===== src/crack_settings.svh =====
`ifndef CRACK_SETTINGS_SVH
`define CRACK_SETTINGS_SVH

// Number of hashing units behind the dispatcher
`define N_UNITS 4

// Width of one unit output item, 8 or 16
`define UNIT_OUTPUT_WIDTH 8

// Sixteen-bit words in one result (IDs plus digest)
`define RESULT_WORDS 36

// Comparator table index width and depth
`define HASH_NUM_W 3
`define CMP_DEPTH 8

`endif


===== src/hash_comparator.sv =====
`timescale 1ns/1ps
`include "crack_settings.svh"

module hash_comparator (
	input  logic CLK,
	input  logic rst_n,
	input  logic cmp_wr,
	input  logic [`HASH_NUM_W-1:0] cmp_addr,
	input  logic [31:0] cmp_value,
	input  logic cmp_start,
	input  logic [31:0] cmp_data,
	output logic cmp_found,
	output logic cmp_finished,
	output logic [`HASH_NUM_W-1:0] cmp_hash_num
);
	logic [31:0] targets [`CMP_DEPTH];
	logic [`CMP_DEPTH-1:0] valid;
	logic [31:0] key_r;
	logic [`HASH_NUM_W-1:0] idx;
	logic active;

	// Target values, only meaningful where valid is set
	always_ff @(posedge CLK) begin
		if (cmp_wr)
			targets[cmp_addr] <= cmp_value;
		if (cmp_start)
			key_r <= cmp_data;
	end

	always_ff @(posedge CLK) begin
		if (!rst_n) begin
			valid <= '0;
			idx <= '0;
			active <= 1'b0;
			cmp_found <= 1'b0;
			cmp_finished <= 1'b0;
			cmp_hash_num <= '0;
		end else begin
			cmp_found <= 1'b0;
			cmp_finished <= 1'b0;

			if (cmp_wr)
				valid[cmp_addr] <= 1'b1;

			if (cmp_start) begin
				idx <= '0;
				active <= 1'b1;
			end else if (active) begin
				// One entry per cycle from index 0, first match wins
				if (valid[idx] && targets[idx] == key_r) begin
					cmp_found <= 1'b1;
					cmp_hash_num <= idx;
					active <= 1'b0;
				end else if (idx == `CMP_DEPTH - 1) begin
					cmp_finished <= 1'b1;
					active <= 1'b0;
				end else begin
					idx <= idx + 1'b1;
				end
			end
		end
	end

endmodule


===== config.mk =====
export PLATFORM = sky130hd
export DESIGN_NAME = hash_comparator
export DESIGN_NICKNAME = d
export VERILOG_FILES = /design/src/hash_comparator.sv
export VERILOG_INCLUDE_DIRS = /design/src
export SDC_FILE = /design/constraint.sdc
export NUM_CORES = 1
export LEC_CHECK = 0
export ABC_CLOCK_PERIOD_IN_PS = 10900
export BUFFER_PORTS_ARGS = -buffer_cell sky130_fd_sc_hd__buf_2
export CORE_MARGIN = 2
export CORE_UTILIZATION = 65
export DETAILED_ROUTE_END_ITERATION = 7
export PLACE_DENSITY = 0.82
export SYNTH_ARGS = -nofsm -noshare
export SYNTH_HDL_FRONTEND = slang
export SYNTH_SLANG_ARGS = --single-unit

===== constraint.sdc =====
create_clock -name CLK -period 10.9 [get_ports CLK]
set_clock_uncertainty 0.1 [all_clocks]
set_input_delay 2.18 -clock CLK [delete_from_list [all_inputs] [get_ports CLK]]
set_output_delay 2.18 -clock CLK [all_outputs]
set_load 0.03 [all_outputs]

* Yosys cells after proc, flatten, opt, wreduce, memory -nomap -nowiden
Memories as Yosys holds them, arrays and structs flattened. A register that Yosys moved wholly into a read port is not among the register bits.
Index checks and enable logic that the tools add are counted.
** Storage, ports and cells
- Flip-flop bits (word level) :: 49
- Latch bits :: 0
- Bits in writable memories :: 256
- Memory bits (read-only) :: 0
- Logic and storage cells :: 41
- Memories kept :: 1
** Memories
- targets :: words 8, bits a word 32, read ports 1, clocked after Yosys merged registers in 1, write ports 1, line hash_comparator.sv:16 : logic [31:0] targets [`CMP_DEPTH];
** Cells by class
- $add $sub $neg :: 1
- Multipliers :: 0
- Div/mod/pow operators :: 0
- $lt $le $gt $ge :: 3
- Equality and inequality tests :: 2
- Shift-type cells :: 0
- Mux-type cells :: 14
- Bitwise gates (word level) :: 6
- Reductions and logical operators :: 7
** Operators with widths (number)
- $eq A32 B32 Y1 :: 1
- $mux W1 :: 10
- $lt A3 B4 Y1 const B :: 2
- $or A8 B8 Y8 :: 1
- $mux W3 :: 2
- $reduce_and A3 Y1 :: 2
- $not A1 Y1 :: 5
- $reduce_or A4 Y1 :: 1
- $add A3 B1 Y3 const B :: 1
- $bmux W1 S3 :: 1
- $demux W1 S3 :: 1
- $eq A3 B3 Y1 const B :: 1
- $ge A3 B1 Y1 const B :: 1
- $reduce_or A3 Y1 :: 1
- $logic_and A1 B1 Y1 :: 2
- $reduce_or A2 Y1 :: 1

* Depth between registers and ports, before layout
- Word-level depth :: 7
- Depth in mapped cells :: 13
- Gate-level depth less buffers :: 8

* Worst setup path after synthesis
Ideal clock, no wire load.
- Kind :: in2reg
- Start point :: input port cmp_addr[2]
- End point :: memory targets[0][0], enable pin
- Setup time :: 0.464 ns
- Data arrival time :: 4.616 ns
- Setup slack :: 5.720 ns
- Stages :: 2
- Buffers on the path :: 0
- Cells stage by stage :: nand2b_1 -> nor3_1
** RTL lines
- start: declaration :: line hash_comparator.sv:8 : input logic [`HASH_NUM_W-1:0] cmp_addr,
- end: declaration :: line hash_comparator.sv:16
No word-level cell before the write port.

==> out/metrics.cfg <==
[detailed_routing]
viasPerCell=6.31
first_iter_violations=461
ant_nets=0
wl_per_cell_um=24.2
drc=0
vias=5835
wl_mm=22.4
dr.pass1.iters=6

[final_layout]
finish.instance_area_sq_um=13400
num_antenna_cells=0
nFillCells=1033
fin_nets=748
synthToLayoutAreaGrowth_pct=12.9
layout-drive-gt1-share_pct=25.9
utilization_pct=74.8

[grt]
grt_use_met1_pct=32.9
grt_max_degree=63
grt.total_usage_pct=23.9
met2_usage_pct=40.7
grt_pass1_vias=6308
busiest_layer=met2
grt_use_met3_pct=4.01
grt_pass1_wl_mm=35.3
gr-total-overflow=0
antenna_found_initial=0

[floorplan]
die_x_um=139
start_util_pct=66.2
core_sq_um=17900
top_level_ports=76
die-area_sq_um=19300
die_h_um=139
std_cell_rows=49

[synthesis]
synth_edf_count=288
synthDistinctLibCells=46
synth_flop_cell=edfxtp_1
synth_area_sq_um=11900
syn_avg_cell_area_sq_um=20.2
synth.ff_latch_count=308
yosys_warnings=0
async_reset_ff_share_pct=0
synthCells=586
yosysSeqAreaShare_pct=76.3
syn_nets=659

[worst_setup_path]
crit_buf_inv=1
crit_type=register to register
worstPathArrival_ns=4.28
crit_path_max_incr_delay_ns=0.79
critPathCaptureType=register
cp.required_ns=11.24
cpLargestDelayFamily=simple AND/OR/NAND/NOR gates
cp_cell_sequence=buf_4 -> mux4_2 -> mux2i_1 -> xnor2_1 -> nor4_2 -> nand4_1 -> or4_1 -> o21ai_1 -> a21boi_1
cpMaxStageDelayCell=buf_4
critical_path_peak_fanout=62
startpoint_type=register

[place]
port_buffers=75
dpl.hpwl_mm=12.8
gp_congestion=0.775
place_area_sq_um=12500
post-place-ws_ns=6.79

[timing]
finalWorstSetupSlack_ns=6.96
whs_ns=0.366
period_minus_slack_ns=3.94
max_freq_mhz=254
hold_violations=0
min_period_over_period_pct=36.2
worst_slew_margin_rel_pct=16.6
setup_viol=0
slew_viol_final=0
rsz0062_at_grt=false
tns_ns=0
worstMarginPinSlew_ns=1.25

[cts]
postCtsSetupRepairBufs=0
cts_tree=yes
insertion_delay_ns=0.55
clk_path_buf_depth=3
numClockSinks=308
htree_num_levels=1
clock-root-buffer=clkbuf_16
cts-buffers-inserted=30
clk_pin_slew_ns=0.06
holdBufCountCts=0
cts-resized-gates=0

[power_and_ir_drop]
powerDensity_nw_per_um2=179
ir_drop_uv=150
leakage_nw=4.27

[min_path]
worstHoldPathType=register to register

[outcome]
outcome=finished clean

[flow_run]
max_cap_viol_count=0

final timing paths:
kind              startpoint               to  slack (ns)  cells past startpoint
setup / recovery    register  cmp_hash_num[1]        6.96                      9
hold / removal      valid[1]         valid[1]        0.37                      1
setup reg to reg    register  cmp_hash_num[1]        6.96                      9
hold reg to reg     valid[1]         valid[1]        0.37                      1
registers in the layout (all words and copies together), names as in the netlist, named ones only:
register / count
targets: 256
cmp_hash_num: 3
cmp_found: 1
idx: 3
cmp_finished: 1
key_r: 32
valid: 8
active: 1
cell usage in the layout, fill, tap and decap left out, types with 5 or more instances in the layout:
master       n
edfxtp_1   288
xnor2_1     19
o21a_1       9
and3_1       6
nand2b_1     6
dfxtp_1     17
nor2b_1      6
nor2_4       6
a21oi_1     12
clkbuf_16   31
buf_2       75
mux2i_1     65
buf_4        6
o21ai_1      6
a22oi_1     15
clkbuf_1    14
mux4_2      43
nor2_1       5
worst reg2reg max path, delay by kind of cell, from the launching register on:
family          cells  cell delay (ns)
compound gates      2             0.28
xor+xnor            1             0.10
buf+inv             1             0.81
flops               1             0.55
mux                 2             0.65
simple gates        3             1.35
kinds of logic (layout without fill, tap and decap cells):
kind of cell / Yosys count / count (layout) / share of synthesized area (%)
DFF: 308 / 308 / 76.3
AOI/OAI and AO/OA: 57 / 57 / 3.32
muxes: 110 / 110 / 14.0
adders and majority gates: 2 / 2 / 0.211
and+or+nand+nor: 62 / 62 / 3.31
buffers and inverters: 24 / 134 / 1.18
xor gates and xnor gates: 23 / 23 / 1.70
final cells by class:
class	count	area [sq um]	share of cell area [%]
Multi-Input combinational cell	254	2730	20.4
Timing Repair Buffer	81	420	3.14
Sequential cell	308	9050	67.6
Clock inverter	4	18.8	0.140
Clock buffer	49	883	6.60
Tap cell	229	287	2.14
per-stage QoR:
stage,std cells,total power [mW]
global route,925,2.47
detailed placement,872,1.48
floorplan,586,1.43
global placement,872,1.47
finish,925,2.40
CTS,925,2.41
power breakdown:
group	leakage (nW)	total, mW	switching [mW]	internal (mW)
Combinational	1.03	0.0967	0.0574	0.0393
Sequential	2.80	1.36	0.0162	1.34
Clock	0.441	0.948	0.401	0.547
Total	4.27	2.40	0.474	1.93
cells in the mapped netlist, drive strengths merged (2+ instances only):
| cell type | count | area, sq um |
|---|---|---|
| nand2 | 4 | 15.0 |
| a21oi | 13 | 68.8 |
| nand4b | 3 | 26.3 |
| o21a | 9 | 67.6 |
| o21ai | 6 | 30.0 |
| nor2 | 11 | 41.3 |
| a21boi | 4 | 30.0 |
| nor2b | 6 | 37.5 |
| nor3 | 4 | 20.0 |
| dfxtp | 20 | 400 |
| nor4 | 5 | 58.8 |
| mux2i | 65 | 651 |
| nand3 | 5 | 35.0 |
| nand2b | 6 | 37.5 |
| mux4 | 44 | 995 |
| a22oi | 15 | 113 |
| ha | 2 | 25.0 |
| nand3b | 3 | 22.5 |
| clkbuf | 3 | 11.3 |
| nand4 | 4 | 25.0 |
| edfxtp | 288 | 8650 |
| a22o | 3 | 26.3 |
| o22a | 3 | 26.3 |
| and3 | 6 | 37.5 |
| xor2 | 4 | 35.0 |
| xnor2 | 19 | 166 |
| buf | 21 | 129 |
metal layers:
| layer | vias to the layer above | part of all wire [%] |
|---|---|---|
| li1 | 2579 | - |
| met1 | 3012 | 40 |
| met2 | 200 | 52 |
| met3 | 44 | 5.8 |
| met4 | 0 | 2.1 |
| met5 | - | 0 |
Power figures use the tool's default switching activity.
