$ cat src/crack_settings.svh
`ifndef CRACK_SETTINGS_SVH
`define CRACK_SETTINGS_SVH

// Number of hashing units behind the dispatcher
`define N_UNITS 4

// Width of one unit output item, 8 or 16
`define UNIT_OUTPUT_WIDTH 8

// Sixteen-bit words in one result (IDs plus digest)
`define RESULT_WORDS 36

// Comparator table index width and depth
`define HASH_NUM_W 3
`define CMP_DEPTH 8

`endif

$ cat src/crack_pkg.sv
package crack_pkg;

	// One candidate job from the host
	typedef struct packed {
		logic [31:0] key;
		logic [15:0] word_id;
	} job_t;

	// Result IDs, word 0 sits in the low bits
	typedef struct packed {
		logic [15:0] key_hi;
		logic [15:0] key_lo;
		logic [15:0] pkt_id;
		logic [15:0] word_id;
	} unit_ids_t;

	// Output packet kinds seen by the host
	typedef enum logic [1:0] {
		RESULT = 2'd0,
		CMP_RESULT = 2'd1,
		PACKET_DONE = 2'd2
	} outpkt_type_e;

endpackage

$ cat src/hash_unit.sv
`timescale 1ns/1ps
`include "crack_settings.svh"

module hash_unit (
	input  logic CLK,
	input  logic rst_n,
	input  logic start,
	input  crack_pkg::job_t job,
	input  logic [15:0] pkt_id,
	input  logic rd_en,
	output logic busy,
	output logic [`UNIT_OUTPUT_WIDTH-1:0] dout,
	output logic empty
);
	localparam int W = `UNIT_OUTPUT_WIDTH;
	localparam int FRAME_BITS = `RESULT_WORDS * 16;
	localparam int LAST_ITEM = FRAME_BITS / W + 1;
	localparam logic [63:0] MIX_CONST = 64'h9E37_79B9_7F4A_7C15;

	typedef enum logic [1:0] {
		S_IDLE,
		S_MIX,
		S_OUT
	} state_e;

	state_e state;
	logic [3:0] step;
	logic [6:0] item;
	logic [63:0] x;
	logic [63:0] x_next;
	logic [31:0] key_r;
	logic [FRAME_BITS-1:0] frame_sr;
	crack_pkg::unit_ids_t ids;

	always_comb begin
		ids.word_id = job.word_id;
		ids.pkt_id = pkt_id;
		ids.key_lo = job.key[15:0];
		ids.key_hi = job.key[31:16];
	end

	// One mixing step: rotate left 13, XOR constant, add key
	assign x_next = ({x[50:0], x[63:51]} ^ MIX_CONST) + {32'h0, key_r};

	// Item 0 is the header, the last item the terminator
	assign dout = (item == 7'd0) ? {W{1'b1}}
		: (item == 7'(LAST_ITEM)) ? {W{1'b0}}
		: frame_sr[W-1:0];

	always_ff @(posedge CLK) begin
		if (!rst_n) begin
			state <= S_IDLE;
			step <= '0;
			item <= '0;
			busy <= 1'b0;
			empty <= 1'b1;
		end else begin
			case (state)
				S_IDLE: begin
					if (start) begin
						state <= S_MIX;
						step <= '0;
						busy <= 1'b1;
					end
				end

				// Steps 0 to 7 mix, step 8 publishes the frame
				S_MIX: begin
					if (step == 4'd8) begin
						state <= S_OUT;
						item <= '0;
						empty <= 1'b0;
					end else begin
						step <= step + 1'b1;
					end
				end

				S_OUT: begin
					if (rd_en) begin
						if (item == 7'(LAST_ITEM)) begin
							state <= S_IDLE;
							busy <= 1'b0;
							empty <= 1'b1;
						end else begin
							item <= item + 1'b1;
						end
					end
				end

				default: state <= S_IDLE;
			endcase
		end
	end

	// IDs enter at the top and get pushed down by each digest word
	always_ff @(posedge CLK) begin
		if (state == S_IDLE && start) begin
			x <= {job.key, 16'h0, job.word_id};
			key_r <= job.key;
			frame_sr[FRAME_BITS-1 -: 64] <= ids;
		end else if (state == S_MIX && step != 4'd8) begin
			x <= x_next;
			frame_sr <= {x_next, frame_sr[FRAME_BITS-1:64]};
		end else if (state == S_OUT && rd_en && item != 7'd0) begin
			frame_sr <= frame_sr >> W;
		end
	end

	a_no_start_busy: assert property (
		@(posedge CLK) disable iff (!rst_n)
		start |-> !busy
	);

	// Collector only reads frames that are complete
	a_rd_not_empty: assert property (
		@(posedge CLK) disable iff (!rst_n)
		rd_en |-> !empty
	);

endmodule

$ cat config.mk
export PLATFORM = sky130hd
export DESIGN_NAME = hash_unit
export DESIGN_NICKNAME = d
export VERILOG_FILES = /design/src/crack_pkg.sv /design/src/hash_unit.sv
export VERILOG_INCLUDE_DIRS = /design/src
export SDC_FILE = /design/constraint.sdc
export NUM_CORES = 1
export LEC_CHECK = 0
export BUFFER_PORTS_ARGS = -buffer_cell sky130_fd_sc_hd__buf_2
export CAP_MARGIN = 20
export CORE_MARGIN = 2
export CORE_UTILIZATION = 55
export CTS_BUF_LIST = sky130_fd_sc_hd__clkbuf_16
export DETAILED_ROUTE_END_ITERATION = 6
export PLACE_DENSITY = 0.72
export SLEW_MARGIN = 20
export SYNTH_ARGS = -nofsm -noshare
export SYNTH_HDL_FRONTEND = slang
export SYNTH_SLANG_ARGS = --single-unit
export TNS_END_PERCENT = 1
$ cat constraint.sdc
create_clock -name CLK -period 96 [get_ports CLK]
set_input_delay 9.6 -clock CLK [delete_from_list [all_inputs] [get_ports CLK]]
set_output_delay 9.6 -clock CLK [all_outputs]
set_load 0.05 [all_outputs]
## Word level (Yosys, flattened, before mapping)

Cells that the tools add are included.

| word-level totals | value |
|---|---|
| register bits | 687 |
| output and inout port bits | 10 |
| logic and storage cells | 72 |

| operators by class | value |
|---|---|
| add/subtract/negate cells | 3 |
| equality and inequality tests | 11 |
| mux-type cells | 27 |
| bitwise logic cells | 2 |
| reductions and logical operators | 19 |

Operators by type and width:

| operator | count |
|---|---|
| 576-bit two-way mux | 2 |
| 64-bit two-way mux | 3 |
| 64-bit by 32-bit adder with 64-bit output | 1 |
| 38-bit NOT | 1 |
| 7-bit two-way mux | 3 |
| 8-bit two-way mux | 2 |
| 4-bit AND reduction | 4 |
| 7-bit one-hot mux with 2 select lines | 1 |
| 2-bit != test (second input constant) | 6 |
| 2-bit nonzero test | 5 |
| 2-bit two-way mux | 4 |
| 4-bit two-way mux | 2 |
| 4-bit one-hot mux with 2 select lines | 1 |
| 7-bit by 1-bit adder with 7-bit output (second input constant) | 1 |
| 7-bit equality test (second input constant) | 1 |
| 7-bit zero test | 1 |
| 7-bit nonzero test | 1 |
| 1-bit two-way mux | 6 |
| 2-bit one-hot mux with 3 select lines | 1 |
| 4-bit by 1-bit adder with 4-bit output (second input constant) | 1 |
| 4-bit equality test (second input constant) | 1 |
| 1-bit logical AND | 4 |
| 4-bit != test (second input constant) | 1 |
| 1-bit one-hot mux with 2 select lines | 2 |
| other kinds (7) | 7 |

## Logic depth before layout (Yosys ltp)

Gate-level depths: netlist of the first run.

| depth | value |
|---|---|
| depth in word-level cells | 6 |
| gate-level depth with buffers | 13 |
| gate-level depth less buffers | 12 |

## Least setup slack after synthesis of the first run

OpenSTA, ideal clock, no wires.

| timing | value |
|---|---|
| kind | input to register |
| start | input port rd_en |
| end | register frame_sr[512], enable pin |
| library setup time | 0.429 ns |
| data arrival time | 48.326 ns |
| data required time | 95.571 ns |
| path slack | 47.244 ns |
| cell stages on the path | 3 |
| cells stage by stage | nand2_1 > o21ai_0 > nand2b_1 |

| between the ends | value |
|---|---|
| longest elaborated chain between the ends | 3 |

RTL lines:

| element | RTL line | RTL |
|---|---|---|
| from (decl) | hash_unit.sv:10 | `input logic rd_en,` |
| 1-bit logical AND (2 in a row) | hash_unit.sv:104 | `end else if (state == S_OUT && rd_en && item != 7'd0) begin` |
| 3-bit nonzero test (no source line) | -- |  |
| to (signal, indexed assignment) | hash_unit.sv:100 | `frame_sr[FRAME_BITS-1 -: 64] <= ids;` |
| to (signal assigned) | hash_unit.sv:103 | `frame_sr <= {x_next, frame_sr[FRAME_BITS-1:64]};` |
| to (signal assigned) | hash_unit.sv:105 | `frame_sr <= frame_sr >> W;` |
| to (decl) | hash_unit.sv:32 | `logic [FRAME_BITS-1:0] frame_sr;` |

No other way between the ends.
A chain may end at the register's enable or synchronous reset.

## Worst setup path after layout of the first run

| timing | value |
|---|---|
| start | input port rd_en |
| end | register frame_sr[389], enable pin |

| between the ends | value |
|---|---|
| longest elaborated chain between the ends | 4 |

RTL lines:

| element | RTL line |
|---|---|
| 1-bit logical AND (2 in a row) | hash_unit.sv:104 |
| 2-bit nonzero test (no source line) | -- |
| 2-bit AND reduction (no source line) | -- |

No other way between the ends.

==> results list, run 1 <==
- The run finished with clean final reports.
* Synth Cell Area: roughly 31000 um2
* Total instance count after detailed placement: about 3800
* Post-synthesis sequential element count: between 600 and 700
- In the routed layout, each cell is associated on average with a via count of 5.52.
* Fmax achieved: between 70 and 80 MHz
- Final cell count without fillers: approximately 3900
- Synth Warn #: 0
- Data arrival time of the critical path: 13.61 ns
* Number of cell rows: a little under 90
- Count of fill cells added during filler insertion: 4618
* Mux share of post-synthesis cell area: less than 1%
- The first global-routing pass estimated ~120000 um of wire.
- With fillers left out, the area of the finished cells amounts to roughly 34000 um2.
* Final number of hold-violating endpoints: 0
- In this run, post-CTS repair resized a total of 0 instances.
- 0 antenna diodes ended up in the layout.
- Routed Wire Length: 74200 um
* Synth top area cells: edfxtp_1 (63%), nand2_1 (20%), dfxtp_1 (2.0%)
- Clock tree synthesis selected as its root buffer the cell clkbuf_16.
- Placer congestion estimate: between 0.9 and 1
* Placed Area: around 32000 um2
- Across all hold checks on the routed design, the worst slack comes to 0.450 ns.
- By area, the combinational part of the netlist is dominated by simple AND/OR/NAND/NOR gates.
- Synthesized-area fraction occupied by ao, oa, aoi and oai cells: approximately 5.4%
* Dominant cell type by area after synthesis: edfxtp_1
- The die covers between 50000 and 60000 um2.
- At the placement stage, the worst setup path has a slack of between 80 and 90 ns.
* Simple-Gate Fraction of Synth Area: 24.0%
* Number of H-tree levels: 3
- Worst ir drop on vdd: 0.0134 mV
- Transition time of the tightest slew-check pin: ~1.1 ns
* Detailed-router iteration count before antenna repair: 5
- Gr ovfl total: 0
* Endpoint required time on the critical path: roughly 96 ns
- Crit path max fanout: 205
- The average instance in the mapped netlist occupies 10.0 um2.
* Final setup vio count: 0
- The number of antenna violations at the first check in global routing is 1.
* Post-layout net count: 3243
* Register-to-register setup slack: roughly 90 ns
- Avg WL per Cell: 18.8 um
* Total count of max-transition violations in the final report: 0
- Counting I/O delays and the setup requirement, the final critical path takes about 13 ns.
* Area share of the largest cell type after synthesis: between 60% and 70%
- Fraction of layout cells with a size suffix above 1: around 7%
- Leading cell types by count after synthesis: nand2_1 (1690), edfxtp_1 (656), clkbuf_1 (142), o21ai_0 (60), nor2_1 (59)
* Number of clock buffers inserted by TritonCTS: 73
* Synthesis-to-layout area growth: 10.4%
- Buffers inserted during post-CTS setup optimization: 0
* Clock Sinks: ~700
* Vias in the first global route: roughly 21000
- Aggregate negative setup slack: 0 ns
- Crit end category: register
- The die is around 240 um wide.
* Distinct cell type count after synthesis: 70
* Critical path origin: rd_en
- Clock network latency to the later pin of the worst-skew pair: between 0.6 and 0.7 ns
* Unrepaired setup endpoints after global routing: false
- between 70 and 80 I/O pins were placed.
- Residual DRC count: 0
- Entering global routing, the biggest net connects about 200 pins.
- Number of routed nets with antenna violations: 0
* Share of synthesized flip-flops with an asynchronous set or reset: 0%
* Total power density per cell area: about 22 nW/um2
- Across the routed clock network, the largest skew measured is around 0.027 ns.
- The critical path ends at frame_sr[389].
* Number of flops mapped to enable cells by yosys: approximately 660
* Global-route total usage across every layer: 25.0%
* Core ar.: ~56000 um2
* Post-detail-place hpwl: ~48000 um
* Die Ht: 242 um
* Worst slew margin: a little under 30%
- Endpoint of the lowest-slack register-to-register path: frame_sr[389]
- Sequential share of power: approximately half
* Switching portion of total power: between 20% and 30%
* Clock slew at reported path FFs: around 0.060 ns
- Min-delay src: empty
* Reported net switching power: approximately 0.21 mW
- I/O Buffers: 77
- Synthesized instance count: between 3000 and 4000
- Counting instances, the worst hold path has a depth of 1.
* Longest Clk Path Bufs: 3
* Combinational share of power: 14.7%
- Worst R2R Start: step[0]
- The worst hold path belongs to the class register to register.
* Fin worst setup slack: a little over 80 ns
- Post-Synthesis Net Count: between 3000 and 4000
- For this run, the register share of the synthesized area comes to between 60% and 70%.
- The synthesized netlist devotes 1.26% of its cell area to XOR and XNOR gates.
* WS Path Type: input port to register
* Critical path launch point type: input port
* Number of cells on the worst reg-to-reg path: 9
- Period utilisation layout: 14.0%
- The first routing iteration left 2139 violations.
- For this design the static power due to leakage is roughly 15 nW.
- Number of max-capacitance violations reported: 0
* Clock tree from TritonCTS: yes
- Effective utilization at floorplan: about 55%
- Adder-Cell Fraction of Synth Area: roughly 1.5%
* Most instantiated library cell after synthesis: nand2_1
* Clk pwr share: between 30% and 40%
- Cell internal power was estimated by the tool at roughly 0.56 mW.
- Prevailing post-synth register cell: edfxtp_1
* Number of buffers added to fix hold violations after cts: 0
- Final core occ: roughly three fifths
- The routed layout has approximately 22000 vias.
- Power comes to ~0.77 mW.
power groups by stage:
stage,Combinational (mW),Clock (mW),Sequential [mW]
after floorplan,0.0817,0,0.414
after global placement,0.111,0,0.400
after detailed placement,0.113,0,0.400
after CTS,0.114,0.270,0.394
after global routing,0.127,0.281,0.397
final,0.114,0.265,0.395
registers in the layout (all words and copies together), names as in the netlist:
name	flops
key_r	32
frame_sr	576
x	64
step	4
empty	1
item	7
state	2
busy	1
final cells by class:
class                   count  area [um2]  share of cell area, %
multi-input cells        2242       10200                   29.7
flip-flops and latches    687       20300                   59.0
well taps                 756         946                   2.74
repair buffers            100         612                   1.78
clock inverters            51         307                  0.889
inverters                  33         124                  0.359
clock buffers              77        1930                   5.59
worst min-delay path by stage:
stage / endpoint / slack (ns)
global route: empty / 0.49
detailed placement: empty / 0.44
global placement: empty / 0.43
CTS: empty / 0.45
finish: empty / 0.45
floorplan: x[18] / 0.43
cells by family (layout without fill, tap and decap cells):
| group | count (synthesis) | count (layout) |
|---|---|---|
| adders and majority gates | 38 | 38 |
| and+or+nand+nor | 1891 | 1891 |
| muxes | 14 | 14 |
| xor gates and xnor gates | 45 | 45 |
| DFF | 687 | 687 |
| AOI/OAI and AO/OA | 254 | 254 |
| buffers and inverters | 187 | 261 |
per-layer routing:
layer	wire, um	vias to the layer above	share of wire [%]	track usage, %
met3	4460	131	6.0	3.64
met4	2710	2	3.7	10.3
met2	34000	653	46	38.6
met1	32900	10500	44	35.9
met5	13	-	0.018	0
li1	-	10500	-	-
cells in the final DEF, fill, tap and decap left out, types with 17 or more instances in the layout:
cell       count
xnor2_1       23
a21o_1        44
a21oi_1       55
nand2_1     1689
ha_1          37
clkbuf_16     77
dfxtp_1       31
nand3_1       36
and3_1        23
buf_4         18
buf_2         77
inv_1         53
xor2_1        22
nand4_1       17
o21ai_0       59
edfxtp_1     656
nor2_1        57
worst max-delay path: stages:
cell and delay, ns:
buf_2 0.10, nand2_1 0.10, o21ai_4 0.14, buf_4 0.81, buf_4 0.93, buf_12 0.79, buf_4 0.86
(Power assumes the default switching activity.)
==> run 2, diff against run 1 <==
clock period = 12.51 ns   (was 96 ns; I/O delays follow)
==> results list, run 2 (synthesis results as in run 1) <==
- The number of buffers and inverters on the critical path is 3.
- Vias in the first global route: a little over 20000
- Transition time of the tightest slew-check pin: 1.11 ns
* Fmax achieved: between 200 and 250 MHz
* Power after layout: around 6 mW
- The final-report hold violation count came to 0.
- Once the floorplan was initialized, standard cells occupied roughly 55% of the core.
* Critical path's largest stage delay: approximately 0.9 ns
- Crit end category: register
- Synthesis-to-layout area growth: 10.3%
- Data arrival time of the critical path: ~5 ns
- Register ranked first by flip-flop count: frame_sr
- Clock Sinks: around 700
- Routed Wire Length: around 74000 um
- Setup repair after global routing left no endpoint under its margin.
- In the final routing, the length of wire on met1 measures approximately 33000 um.
- Fin worst setup slack: slightly below 8 ns
* Total power density per cell area: ~170 nW/um2
* Post-CTS sizing: 0
- Counting along the longest clock path gives a buffer depth of 3.
* First-pass GRT wire length: ~120000 um
* Number of max-capacitance violations reported: 0
- After layout, the minimum clock period comes to about 4.7 ns.
- For this block, the via count after detailed routing is 21600.
* Residual DRC count: 0
- The largest registers in the layout are frame_sr: 576 flops, x: 64 flops, key_r: 32 flops.
- Clock-pin slew was measured on the worst setup and hold paths at around 0.06 ns.
- Worst slew margin: a little over a quarter
- Number of H-tree levels: 3
* Most frequent cells in the layout: nand2_1 (1689), edfxtp_1 (656), clkbuf_16 (77), buf_2 (77), o21ai_0 (59)
- IO Count: 78
- The root buffer cell chosen for the clock tree is clkbuf_16.
- Per-cell via count in the routed design: about 5.5
- The net count of the finished layout is 3247.
* Gate family responsible for the most delay along the worst path: buffers and inverters
* Core ar.: ~56000 um2
- Largest net degree at the start of global routing: between 200 and 250
- Routed wl met2: 34400 um
- The die covers 58700 um2.
- Count of fill cells added during filler insertion: roughly 4800
* Worst setup timing slack at the placement stage: slightly below 8 ns
* Post-detail-place hpwl: around 49000 um
- Buffers inserted during post-CTS setup optimization: 0
- Final setup vio count: 0
- Data on the critical path is required at its endpoint by 12.75 ns.
* Min-delay worst type: register to register
- Most common cell after layout, fill and taps aside: nand2_1
- On the final layout, the worst clock skew is roughly 0.023 ns.
* Aggregate negative setup slack: 0 ns
- The register with the most flip-flops in the layout has ~580 of them.
* Detailed-router iteration count before antenna repair: 6
* Cells traversed along the worst timing path: nor2b_1 -> nand2_4 -> o21ai_4 -> buf_4 -> buf_4 -> buf_4
- Static leakage: between 10 and 15 nW
* Clock tree from TritonCTS: yes
- Detail Route met3 WL: ~4400 um
- In this run the remaining antenna-violating nets after routing total 0.
- Total count of max-transition violations in the final report: 0
- After layout, the worst path uses between 30% and 40% of the clock period.
- The congestion estimate from routability-driven global placement came to about 0.95.
* DR iter-0 viols: between 2000 and 2500
- Worst path slowest cell: buf_4
- Crit path top cell by count: buf_4
- The number of antenna violations at the first check in global routing is 2.
- DR top layer: met5
- Crit path max fanout: 82
- Global-route total usage across every layer: 25.3%
- Gr ovfl total: 0
- IR analysis of the VDD net gives a maximum drop of about 0.12 mV.
* Die Ht: 242 um
- The floorplan has 87 rows.
- Fraction of layout cells with a size suffix above 1: approximately 6.9%
* Die outline width: about 240 um
* Number of buffers added to fix hold violations after cts: 0
- Clock latency on the worst-skew pair, taken at its later pin, is roughly 0.62 ns.
- The run finished with clean final reports.
- The critical path in this run is classified as register to register.
- Critical path launch point type: register
- In this run the tool buffered the top-level ports with between 70 and 80 buffer cells.
* Number of clock buffers inserted by TritonCTS: 75
* Avg WL per Cell: between 15 and 20 um
## run 2: per-stage QoR
step	util [%]	cells	instance area, um2	hold slack (ns)
floorplan	-	3116	31200	0.427
global placement	57.2	3820	32200	0.433
detailed placement	57.2	3820	32200	0.439
CTS	61.2	3955	34400	0.456
global route	61.2	3955	34400	0.481
finish	61.2	3956	34400	0.452
## run 2: final timing paths
| kind | from | end | slack, ns | depth (start not counted) |
|---|---|---|---|---|
| max reg2reg | state[0] | frame_sr[207] | 7.86 | 6 |
| min reg2reg | empty | empty | 0.45 | 1 |
| max | state[0] | frame_sr[207] | 7.86 | 6 |
| min | empty | empty | 0.45 | 1 |
## run 2: worst register-to-register path, delay by kind of cell, from the launching register on
family	cells	cell delay, ns
flops	1	0.36
simple gates	2	1.11
buf+inv	3	2.62
compound gates	1	0.14
## run 2: power breakdown
| part | switching [mW] | internal [mW] | leakage (nW) | total, mW |
|---|---|---|---|---|
| clock network | 0.892 | 1.12 | 1.18 | 2.01 |
| registers | 0.156 | 2.86 | 6.55 | 3.01 |
| logic | 0.618 | 0.275 | 6.91 | 0.894 |
| total | 1.67 | 4.25 | 14.6 | 5.92 |
## run 2: area by class of cell
type                            instances  area, um2  share of cell area, %
Tap cell                              756        946                   2.75
Timing Repair Buffer                  102        606                   1.76
Clock inverter                         58        293                  0.850
Multi-Input combinational cell       2242      10200                   29.7
Antenna cell                            1       2.50                0.00726
Clock buffer                           77       1930                   5.59
Sequential cell                       687      20300                   59.0
Inverter                               33        124                  0.360
## run 2: metal layers
| layer | track usage [%] | vias up |
|---|---|---|
| li1 | - | 10500 |
| met1 | 36.0 | 10300 |
| met2 | 39.7 | 585 |
| met3 | 4.53 | 149 |
| met4 | 8.62 | 4 |
| met5 | 0 | - |
