--- src/crack_settings.svh ---
`ifndef CRACK_SETTINGS_SVH
`define CRACK_SETTINGS_SVH

// Number of hashing units behind the dispatcher
`define N_UNITS 4

// Width of one unit output item, 8 or 16
`define UNIT_OUTPUT_WIDTH 8

// Sixteen-bit words in one result (IDs plus digest)
`define RESULT_WORDS 36

// Comparator table index width and depth
`define HASH_NUM_W 3
`define CMP_DEPTH 8

`endif

--- src/crack_pkg.sv ---
package crack_pkg;

	// One candidate job from the host
	typedef struct packed {
		logic [31:0] key;
		logic [15:0] word_id;
	} job_t;

	// Result IDs, word 0 sits in the low bits
	typedef struct packed {
		logic [15:0] key_hi;
		logic [15:0] key_lo;
		logic [15:0] pkt_id;
		logic [15:0] word_id;
	} unit_ids_t;

	// Output packet kinds seen by the host
	typedef enum logic [1:0] {
		RESULT = 2'd0,
		CMP_RESULT = 2'd1,
		PACKET_DONE = 2'd2
	} outpkt_type_e;

endpackage

--- src/job_dispatcher.sv ---
`timescale 1ns/1ps
`include "crack_settings.svh"

module job_dispatcher (
	input  logic CLK,
	input  logic rst_n,
	input  logic pkt_start,
	input  logic [15:0] pkt_id_in,
	input  logic [31:0] pkt_len,
	input  logic job_wr,
	input  crack_pkg::job_t job,
	input  logic [`N_UNITS-1:0] unit_busy,
	input  logic pkt_rx_done,
	output logic job_full,
	output logic [`N_UNITS-1:0] unit_start,
	output crack_pkg::job_t unit_job,
	output logic [15:0] unit_pkt_id,
	output logic [31:0] num_processed_tx,
	output logic [15:0] pkt_id_tx,
	output logic pkt_tx_done
);
	logic [5:0] delay_cnt;
	logic ready;
	logic pkt_open;
	logic [31:0] pkt_len_r;
	logic [`N_UNITS-1:0] unit_taken;
	logic [`N_UNITS-1:0] pick;
	logic job_accept;

	// A unit started this cycle shows busy only on the next edge
	assign unit_taken = unit_busy | unit_start;

	// Lowest zero bit of unit_taken, all zeros when every unit is taken
	assign pick = ~unit_taken & (unit_taken + 1'b1);

	assign job_full = !ready || (&unit_taken);
	assign job_accept = job_wr && !job_full;
	assign pkt_tx_done = pkt_open && (num_processed_tx == pkt_len_r);

	always_ff @(posedge CLK) begin
		if (!rst_n) begin
			delay_cnt <= '0;
			ready <= 1'b0;
			pkt_open <= 1'b0;
			pkt_len_r <= '0;
			pkt_id_tx <= '0;
			num_processed_tx <= '0;
			unit_start <= '0;
		end else begin
			unit_start <= '0;

			// Same start-up delay as the collector
			if (!ready) begin
				delay_cnt <= delay_cnt + 1'b1;
				if (delay_cnt == 6'd63)
					ready <= 1'b1;
			end

			// New packet once the previous one is fully collected
			if (pkt_start && (!pkt_open || pkt_rx_done)) begin
				pkt_open <= 1'b1;
				pkt_id_tx <= pkt_id_in;
				pkt_len_r <= pkt_len;
				num_processed_tx <= '0;
			end else if (pkt_rx_done) begin
				pkt_open <= 1'b0;
				num_processed_tx <= '0;
			end

			if (job_accept) begin
				unit_start <= pick;
				num_processed_tx <= num_processed_tx + 1'b1;
			end
		end
	end

	// Job bus shared by all units, qualified by unit_start
	always_ff @(posedge CLK) begin
		if (job_accept) begin
			unit_job <= job;
			unit_pkt_id <= pkt_id_tx;
		end
	end

	a_no_wr_when_full: assert property (
		@(posedge CLK) disable iff (!rst_n)
		job_wr |-> !job_full
	);

endmodule

--- config.mk ---
export PLATFORM = sky130hd
export DESIGN_NAME = job_dispatcher
export DESIGN_NICKNAME = d
export VERILOG_FILES = /design/src/crack_pkg.sv /design/src/job_dispatcher.sv
export VERILOG_INCLUDE_DIRS = /design/src
export SDC_FILE = /design/constraint.sdc
export NUM_CORES = 1
export LEC_CHECK = 0
export BUFFER_PORTS_ARGS = -buffer_cell sky130_fd_sc_hd__buf_2
export CORE_MARGIN = 1.5
export CORE_UTILIZATION = 49
export DETAILED_ROUTE_END_ITERATION = 6
export GPL_ROUTABILITY_DRIVEN = 0
export PLACE_DENSITY = 0.84
export SYNTH_ARGS = -nofsm -noshare
export SYNTH_HDL_FRONTEND = slang
export SYNTH_SLANG_ARGS = --single-unit
--- constraint.sdc ---
create_clock -name CLK -period 3.4 [get_ports CLK]
set_input_delay 0.34 -clock CLK [delete_from_list [all_inputs] [get_ports CLK]]
set_output_delay 0.34 -clock CLK [all_outputs]
set_load 0.05 [all_outputs]
# Word level (Yosys, flattened, before mapping)
# Index checks and enable logic that the tools add are counted.
# classes
add_sub_neg,3
eq_ne,2
n_mux,7
bitwise_logic,3
reduce_logical,12
# ops
op,count
two-way mux 32 bit,3
"adder 32 x 1 -> 32 bit, second input constant",1
== test 32 bit,1
"adder 6 x 1 -> 6 bit, second input constant",1
"== test 6 bit, second input constant",1
"adder 4 x 1 -> 4 bit, second input constant",1
AND 4 bit,1
two-way mux 1 bit,4
inverter 4 bit,1
OR 4 bit,1
AND reduction 4 bit,1
logical AND 1 bit,3
zero test 1 bit,3
nonzero test 3 bit,1
logical OR 1 bit,2
AND reduction 2 bit,1
nonzero test 2 bit,1
# totals
register_bits,156
inputBits,105
out_inout_bits,118
wordCells,37

# Longest topological paths before layout
# Gate-level depths: netlist (run 1).
# depth
word_depth,6
depth_mapped,7
mapped_depth_nobuf,5

# Least setup slack after synthesis (run 1)
# No wires, ideal clock.
# synth_path
path_type,reg2reg
from,register unit_start[2]
to,register num_processed_tx[31]
t_arrival_ps,2892
required_ps,3275
slack_ps,383
path_stages_with_launch,7
path_cell_list,dfxtp_1 > o22ai_1 > o21ai_1 > clkbuf_1 > inv_1 > nand4_1 > mux2i_1
# synth_via
elab_chain_len,6
word_cells_on_any_way,7
classes_between,mux: 1; bitwise: 1; reduce/logical: 5
# synth_rtl
element,line,text
from (decl),job_dispatcher.sv:15,"output logic [`N_UNITS-1:0] unit_start,"
from (signal assigned),job_dispatcher.sv:71,unit_start <= pick;
OR 4 bit (*),job_dispatcher.sv:31,assign unit_taken = unit_busy | unit_start;
AND reduction 4 bit (*),job_dispatcher.sv:36,assign job_full = !ready || (&unit_taken);
logical OR 1 bit (*),job_dispatcher.sv:36,
zero test 1 bit (*),job_dispatcher.sv:37,assign job_accept = job_wr && !job_full;
logical AND 1 bit (*),job_dispatcher.sv:37,
via job_accept,job_dispatcher.sv:28,logic job_accept;
nonzero test 3 bit (no line) or two-way mux 32 bit (tied branches),-,
to (signal assigned),job_dispatcher.sv:72,num_processed_tx <= num_processed_tx + 1'b1;
to (decl),job_dispatcher.sv:18,"output logic [31:0] num_processed_tx,"
# The timed path passes the listed nets; every way through them passes the cells marked *.
# A chain may end at the register's enable or synchronous reset.

# Worst setup path after layout (run 1)
# layout_path
from,register num_processed_tx[25]
to,output port pkt_tx_done
# layout_via
elab_chain_len,2
# layout_rtl
element,line,text
== test 32 bit,job_dispatcher.sv:38,assign pkt_tx_done = pkt_open && (num_processed_tx == pkt_len_r);
logical AND 1 bit,job_dispatcher.sv:38,
to (decl),job_dispatcher.sv:20,output logic pkt_tx_done
# No other way between the ends.

==> qor.csv, run 1 <==
stage,metric,value,unit
synth,Post-synth EDFFs,64,
synth,Synth Area per Inst,10.4,µm²
drt,vias post-DR,5488,
drt,mean routed wirelength per cell,17.3,µm
sta,Slew @ Worst Pin,1.08,ns
floorplanning,FP Rows,40,
grt,routing usage on met2,0.415,
worst_setup_path,critical path class,flop to output port,
worst_setup_path,"Cell Chain, Critical Path","xor2_1, nor4_1, nand4_1, nor3_1, buf_2",
job,max cap viols,0,
final_layout,layout cells sized above 1,0.327,
drt,Pre-Repair DR Iteration Count,5,
worst_setup_path,Critical Path End Type,output port,
grt,GR Util met3,0.0817,
synth,Mapped Area,6190,µm²
synth,synth unique cells,48,
drt,total routed wirelength,17200,µm
pwr,PD cells,516,nW/µm²
sta,min Tclk post-route,2.65,ns
grt,pin count of the biggest net entering global routing,60,
floorplanning,core box area,12200,µm²
worst_setup_path,Critical Path RT,3.06,ns
synth,#FFs+latches synth,156,
worst_setup_path,Critical Path AT,2.31,ns
worst_setup_path,CP top delay family,simple AND/OR/NAND/NOR gates,
floorplanning,IO Count,223,
synth,syn_nets,705,
clocking,cts hold-fix bufs,0,
clocking,"Reg clk slew, reported paths",0.07,ns
synth,"top cells by area, synth","edfxtp_1 31%, dfxtp_1 30%, nand2_1 7.1%",
sta,Max Freq,0.378,GHz
drt,Via density,5.50,
clocking,CTS root buf,clkbuf_16,
sta,Final Hold Vio Count,0,
pwr,Leak,3.44,nW
placement,HPWL after DPL,12400,µm
pwr,Max VDD drop,0.314,mV
floorplanning,Die Width,115,µm
clocking,H-Tree Depth,4,
floorplanning,initial core utilization,0.509,
clocking,post-CTS sizing,0,
min_path,Hold Crit Class,input pin to flop,
sta,RSZ-0062 raised after global routing,no,
floorplanning,die height,115,µm
sta,Final Max Tran Viols,0,
drt,Routed Antenna Nets,0,
final_layout,non-filler cells in the finished layout,998,
sta,Final period util,0.779,
placement,# placed instances,964,
final_layout,Layout Nets,922,
synth,Yosys top cell by area,edfxtp_1,
synth,most common cell in the netlist,nand2_1,
sta,Final TNS setup,0,ns
clocking,CTS buffer count,17,
synth,register area share after synthesis,0.608,
synth,share of the synthesized area in the top cell type,0.310,
clocking,CTS tree,done,
grt,initial antenna violation count,2,
synth,Main synth FF type,dfxtp_1,
drt,Iter 0 DRT Violations,433,
worst_setup_path,"Buf+Inv Stages, Crit Path",1,
worst_setup_path,CP max stage delay,0.48,ns
grt,layer with the highest usage,met2,
grt,GRT Total Usage,0.257,
placement,# port buffers,222,
clocking,Clock Path Buffers,2,
floorplanning,die area,13300,µm²
sta,Slew HR,0.277,
grt,M1 GR Usage,0.316,
pwr,total power,4.16,mW
sta,final setup violation count,0,
worst_setup_path,"Max stage delay cell, worst path",nor4_1,
synth,Async SR Flop Fraction,0,
synth,YS warnings,0,
worst_setup_path,type of origin of the critical path,flop,
sta,clk_skew,0.0197,ns
clocking,worst-skew pair later-pin latency,0.43,ns
clocking,clk sink count,156,
worst_setup_path,crit-path max FO,7,
final_layout,Synth-to-Final Area Change,30.3,%
synth,cells after synthesis,598,
sta,worst hold slack,0.0831,ns
synth,top post-synthesis cells by count,"117 x nand2_1, 92 x dfxtp_1, 68 x a21oi_1",
outcome,status,finished clean,
drt,DR DRC count,0,
clocking,postcts setup bufs,0,
grt,first-pass GRT wire length,25800,µm
grt,gr ovfl total,0,
grt,vias in the first global route,4999,
-- path summary, 6_finish.rpt --
kind	cells past startpoint	end	from	slack, ns
worst min register to register	0	unit_pkt_id[14]$_DFFE_PP_	pkt_id_tx[14]$_SDFFE_PN0P_	0.45
worst min-delay path	1	unit_job[11]$_DFFE_PP_	job[11]	0.08
worst max-delay path	5	pkt_tx_done	num_processed_tx[25]$_SDFFE_PN0P_	0.75
worst max register to register	5	num_processed_tx[24]$_SDFFE_PN0P_	num_processed_tx[1]$_SDFFE_PN0P_	1.24
-- area by class of cell --
class / instances / area [µm²]
clock inverters: 15 / 171
inverters: 7 / 26.3
multi-input cells: 402 / 2270
well taps: 168 / 210
clock buffers: 17 / 425
fillers: 951 / 4090
repair buffers: 231 / 1190
flip-flops and latches: 156 / 3760
diodes: 2 / 5.00
-- sequential cells by signal, indices dropped and copies added (netlist names) --
signal and cells:
ready 1, num_processed_tx 32, unit_pkt_id 16, pkt_open 1, delay_cnt 6, unit_job 48
pkt_len_r 32, unit_start 4, pkt_id_tx 16
-- metrics by stage --
| stage | worst slack [ns] | area (µm²) | util |
|---|---|---|---|
| after floorplan | 0.383 | 6190 | - |
| after global placement | 1.25 | 7470 | 0.614 |
| after detailed placement | 1.24 | 7470 | 0.614 |
| after CTS | 0.786 | 8060 | 0.663 |
| after global routing | 0.639 | 8070 | 0.663 |
| final | 0.752 | 8070 | 0.663 |
-- cell usage in the layout (no fill, tap or decap), drive strengths merged, types with 3 or more instances in the layout --
master    n
nand2b    3
o311ai    8
o21ai    11
a31oi     4
nand3    32
or4      10
nand2   117
inv      16
xnor2     4
o31ai     8
dfxtp    92
clkinv    3
and3      3
nor2     17
a21oi    68
edfxtp   64
nand4    21
or2       3
and2      3
buf     231
xor2     35
and4      5
a211oi    3
or3       6
nor3      8
clkbuf   17
nor4     12
-- worst register-to-register path, stage by stage, from the launching register on --
cell and delay (ns):
dfxtp_1 0.49, ha_1 0.28, nand3_1 0.23, or3_1 0.52, o311ai_0 0.36, nand3_1 0.14
-- kinds of logic after synthesis --
logic type	share of synthesized area
AO/OA/AOI/OAI	0.110
XOR/XNOR	0.0552
buffers and inverters	0.0249
adder cells (fa/ha/maj)	0.00404
flip-flops	0.608
AND/OR/NAND/NOR	0.195
multiplexers	0.00323
-- report_power, final --
group | internal [mW] | total [mW] | switching, mW
Sequential | 1.98 | 2.01 | 0.0284
Clock | 1.11 | 1.90 | 0.799
Combinational | 0.0933 | 0.246 | 0.153
-- metal layers --
metal | vias up | part of all wire
met2 | 309 | 0.48
met3 | 42 | 0.10
met1 | 2520 | 0.39
li1 | 2617 | -
met5 | - | 0
met4 | 0 | 0.031
No activity file was read; power rests on OpenSTA's default activity.
==> run 2: changes to the inputs <==
Clock period 3.4 ns to 2.6 ns, I/O delays scaled along.
==> qor.csv, run 2 (synthesis results as in run 1) <==
stage,metric,value,unit,change
sta,clk_skew,0.0110,ns,was 0.0197 ns
sta,RSZ-0062 raised after global routing,no,,unchanged
clocking,clk sink count,156,,unchanged
sta,Final TNS setup,0,ns,unchanged
drt,Via density,5.41,,was 5.50
placement,# port buffers,222,,unchanged
worst_setup_path,Reg-to-Reg Start,num_processed_tx[8]$_SDFFE_PN0P_,,was num_processed_tx[1]$_SDFFE_PN0P_
grt,GRT Total Usage,0.266,,was 0.257
clocking,worst-skew pair later-pin latency,0.43,ns,about the same
pwr,sw power,1.22,mW,was 0.980 mW
pwr,clock power share,0.447,,was 0.458
final_layout,Synth-to-Final Area Change,32.3,%,was 30.3%
job,max cap viols,0,,unchanged
worst_setup_path,Register-to-Register Path Depth,4,,was 5
grt,gr ovfl total,0,,unchanged
drt,mean routed wirelength per cell,17.7,µm,was 17.3 µm
sta,Final period util,0.923,,
drt,vias post-DR,5450,,was 5488
pwr,P_int,4.15,mW,was 3.18 mW
pwr,total power,5.37,mW,was 4.16 mW
clocking,"Reg clk slew, reported paths",0.06,ns,was 0.07 ns
final_layout,biggest regs,"unit_job: 48 flops, num_processed_tx: 32 flops, pkt_len_r: 32 flops",,unchanged
final_layout,Layout Nets,934,,was 922
final_layout,layout cells sized above 1,0.326,,was 0.327
worst_setup_path,critical path class,flop to output port,,unchanged
final_layout,antenna cells,0,,was 2
final_layout,most frequent cells in the layout,"222 x buf_2, 117 x nand2_1, 88 x dfxtp_1",,"was 222 x buf_2, 117 x nand2_1, 92 x dfxtp_1"
pwr,Seq pwr share,0.490,,was 0.483
worst_setup_path,type of origin of the critical path,flop,,unchanged
worst_setup_path,Critical Path RT,2.34,ns,was 3.06 ns
clocking,Clock Path Buffers,2,,unchanged
sta,min Tclk post-route,2.40,ns,
final_layout,Final Util,0.673,,was 0.663
clocking,H-Tree Depth,4,,unchanged
drt,Routed Antenna Nets,0,,unchanged
grt,first-pass GRT wire length,26600,µm,was 25800 µm
floorplanning,Die Width,115,µm,unchanged
final_layout,number of flip-flops in the largest register,48,,unchanged
worst_setup_path,Critical Path End Type,output port,,unchanged
worst_setup_path,Critical Path End,pkt_tx_done,,unchanged
worst_setup_path,"Max stage delay cell, worst path",dfxtp_1,,was nor4_1
pwr,PD cells,656,nW/µm²,was 516 nW/µm²
drt,DR DRC count,0,,unchanged
worst_setup_path,Reg2Reg Setup Slack,0.59,ns,was 1.24 ns
clocking,postcts setup bufs,0,,unchanged
floorplanning,IO Count,223,,unchanged
clocking,CTS root buf,clkbuf_16,,unchanged
sta,Final Hold Vio Count,0,,unchanged
clocking,CTS buffer count,17,,unchanged
sta,Max Freq,0.417,GHz,
floorplanning,die area,13300,µm²,unchanged
min_path,Hold Crit Class,input pin to flop,,unchanged
worst_setup_path,worst r2r dst,num_processed_tx[28]$_SDFFE_PN0P_,,was num_processed_tx[24]$_SDFFE_PN0P_
drt,Pre-Repair DR Iteration Count,5,,unchanged
floorplanning,die height,115,µm,unchanged
clocking,CTS tree,done,,unchanged
final_layout,Layout fillers,964,,was 951
sta,Slew HR,0.266,,was 0.277
floorplanning,core box area,12200,µm²,unchanged
final_layout,non-filler cells in the finished layout,1008,,was 998
outcome,status,finished clean,,unchanged
pwr,Max VDD drop,0.344,mV,was 0.314 mV
placement,HPWL after DPL,12500,µm,was 12400 µm
worst_setup_path,Critical Path AT,2.14,ns,was 2.31 ns
pwr,Combinational Power Share,0.063,,was 0.059
sta,Final Max Tran Viols,0,,unchanged
grt,vias in the first global route,4955,,was 4999
worst_setup_path,"Cell Chain, Critical Path","xor2_1, nor4_1, nand4_1, nor3_2, buf_2",,"was xor2_1, nor4_1, nand4_1, nor3_1, buf_2"
pwr,Leak,3.47,nW,was 3.44 nW
clocking,cts hold-fix bufs,6,,was 0
grt,initial antenna violation count,0,,was 2
grt,pin count of the biggest net entering global routing,70,,was 60
final_layout,"most common cell after layout, fill and taps aside",buf_2,,unchanged
pwr,switching portion of total power,0.227,,was 0.235
floorplanning,FP Rows,40,,unchanged
worst_setup_path,CP max stage delay,0.54,ns,was 0.48 ns
floorplanning,initial core utilization,0.509,,unchanged
final_layout,Largest Register,unit_job,,unchanged
placement,# placed instances,965,,was 964
drt,Iter 0 DRT Violations,528,,was 433
sta,final setup violation count,0,,unchanged
drt,total routed wirelength,17900,µm,was 17200 µm
worst_setup_path,Setup crit start,num_processed_tx[26]$_SDFFE_PN0P_,,was num_processed_tx[25]$_SDFFE_PN0P_
sta,Slew @ Worst Pin,1.10,ns,was 1.08 ns
worst_setup_path,crit-path max FO,11,,was 7
clocking,post-CTS sizing,0,,unchanged
-- run 2: cell count changes in the layout (fill, tap and decap cells not counted), moves of 2 or more --
cell           change
clkbuf_1           +3
clkinv_4           +2
dfxtp_1            -4
dfxtp_2            +4
diode_2            -2
dlygate4sd3_1     +11
inv_6              -5
-- run 2: worst min-delay path by stage --
| stage | startpoint | end | slack, ns | cells past startpoint |
|---|---|---|---|---|
| after global routing | job[24] | unit_job[24]$_DFFE_PP_ | 0.0009 | 1 |
| after CTS | job[10] | unit_job[10]$_DFFE_PP_ | 0.0002 | 1 |
| final | job[10] | unit_job[10]$_DFFE_PP_ | 0.01 | 1 |
| after floorplan | unit_busy[0] | unit_start[0]$_SDFF_PN0_ | 0.33 | 1 |
| after global placement | unit_start[2]$_SDFF_PN0_ | unit_start[2]$_SDFF_PN0_ | 0.42 | 1 |
| after detailed placement | unit_start[2]$_SDFF_PN0_ | unit_start[2]$_SDFF_PN0_ | 0.42 | 1 |
-- run 2: area by class of cell --
| cell class | instances | area, µm² | share of cell area |
|---|---|---|---|
| Clock buffer | 20 | 437 | 0.0533 |
| Clock inverter | 12 | 138 | 0.0168 |
| Inverter | 7 | 30.0 | 0.00367 |
| Multi-Input combinational cell | 402 | 2280 | 0.279 |
| Sequential cell | 156 | 3770 | 0.460 |
| Tap cell | 168 | 210 | 0.0257 |
| Timing Repair Buffer | 243 | 1320 | 0.161 |
-- run 2: routing by layer --
layer,up-vias,track usage,wire [µm]
li1,2643,-,-
met1,2482,0.335,6920
met2,278,0.427,8610
met3,47,0.0817,1800
met4,0,0.114,543
met5,-,0,0
-- run 2: power by group through the flow --
stage / clock network [mW] / registers [mW] / logic, mW
6_report: 2.40 / 2.63 / 0.340
5_1_grt: 2.54 / 2.64 / 0.373
4_1_cts: 2.43 / 2.63 / 0.333
3_5_place_dp: 0 / 2.69 / 0.322
3_3_place_gp: 0 / 2.68 / 0.315
2_1_floorplan: 0 / 2.72 / 0.135
-- run 2: through the flow --
step | hold WS [ns] | cell area [µm²] | setup WS [ns]
final | 0.0104 | 8190 | 0.200
after global routing | 0.000854 | 8190 | 0.118
after CTS | 0.000219 | 8140 | 0.207
after detailed placement | 0.422 | 7500 | 0.620
after global placement | 0.418 | 7500 | 0.671
after floorplan | 0.329 | 6210 | 0.106
-- run 2: critical path, delay by kind of cell, from the launching register on --
kind	cells	cell delay, ns
xor+xnor	1	0.17
buf+inv	1	0.29
flops	1	0.54
simple gates	3	0.71
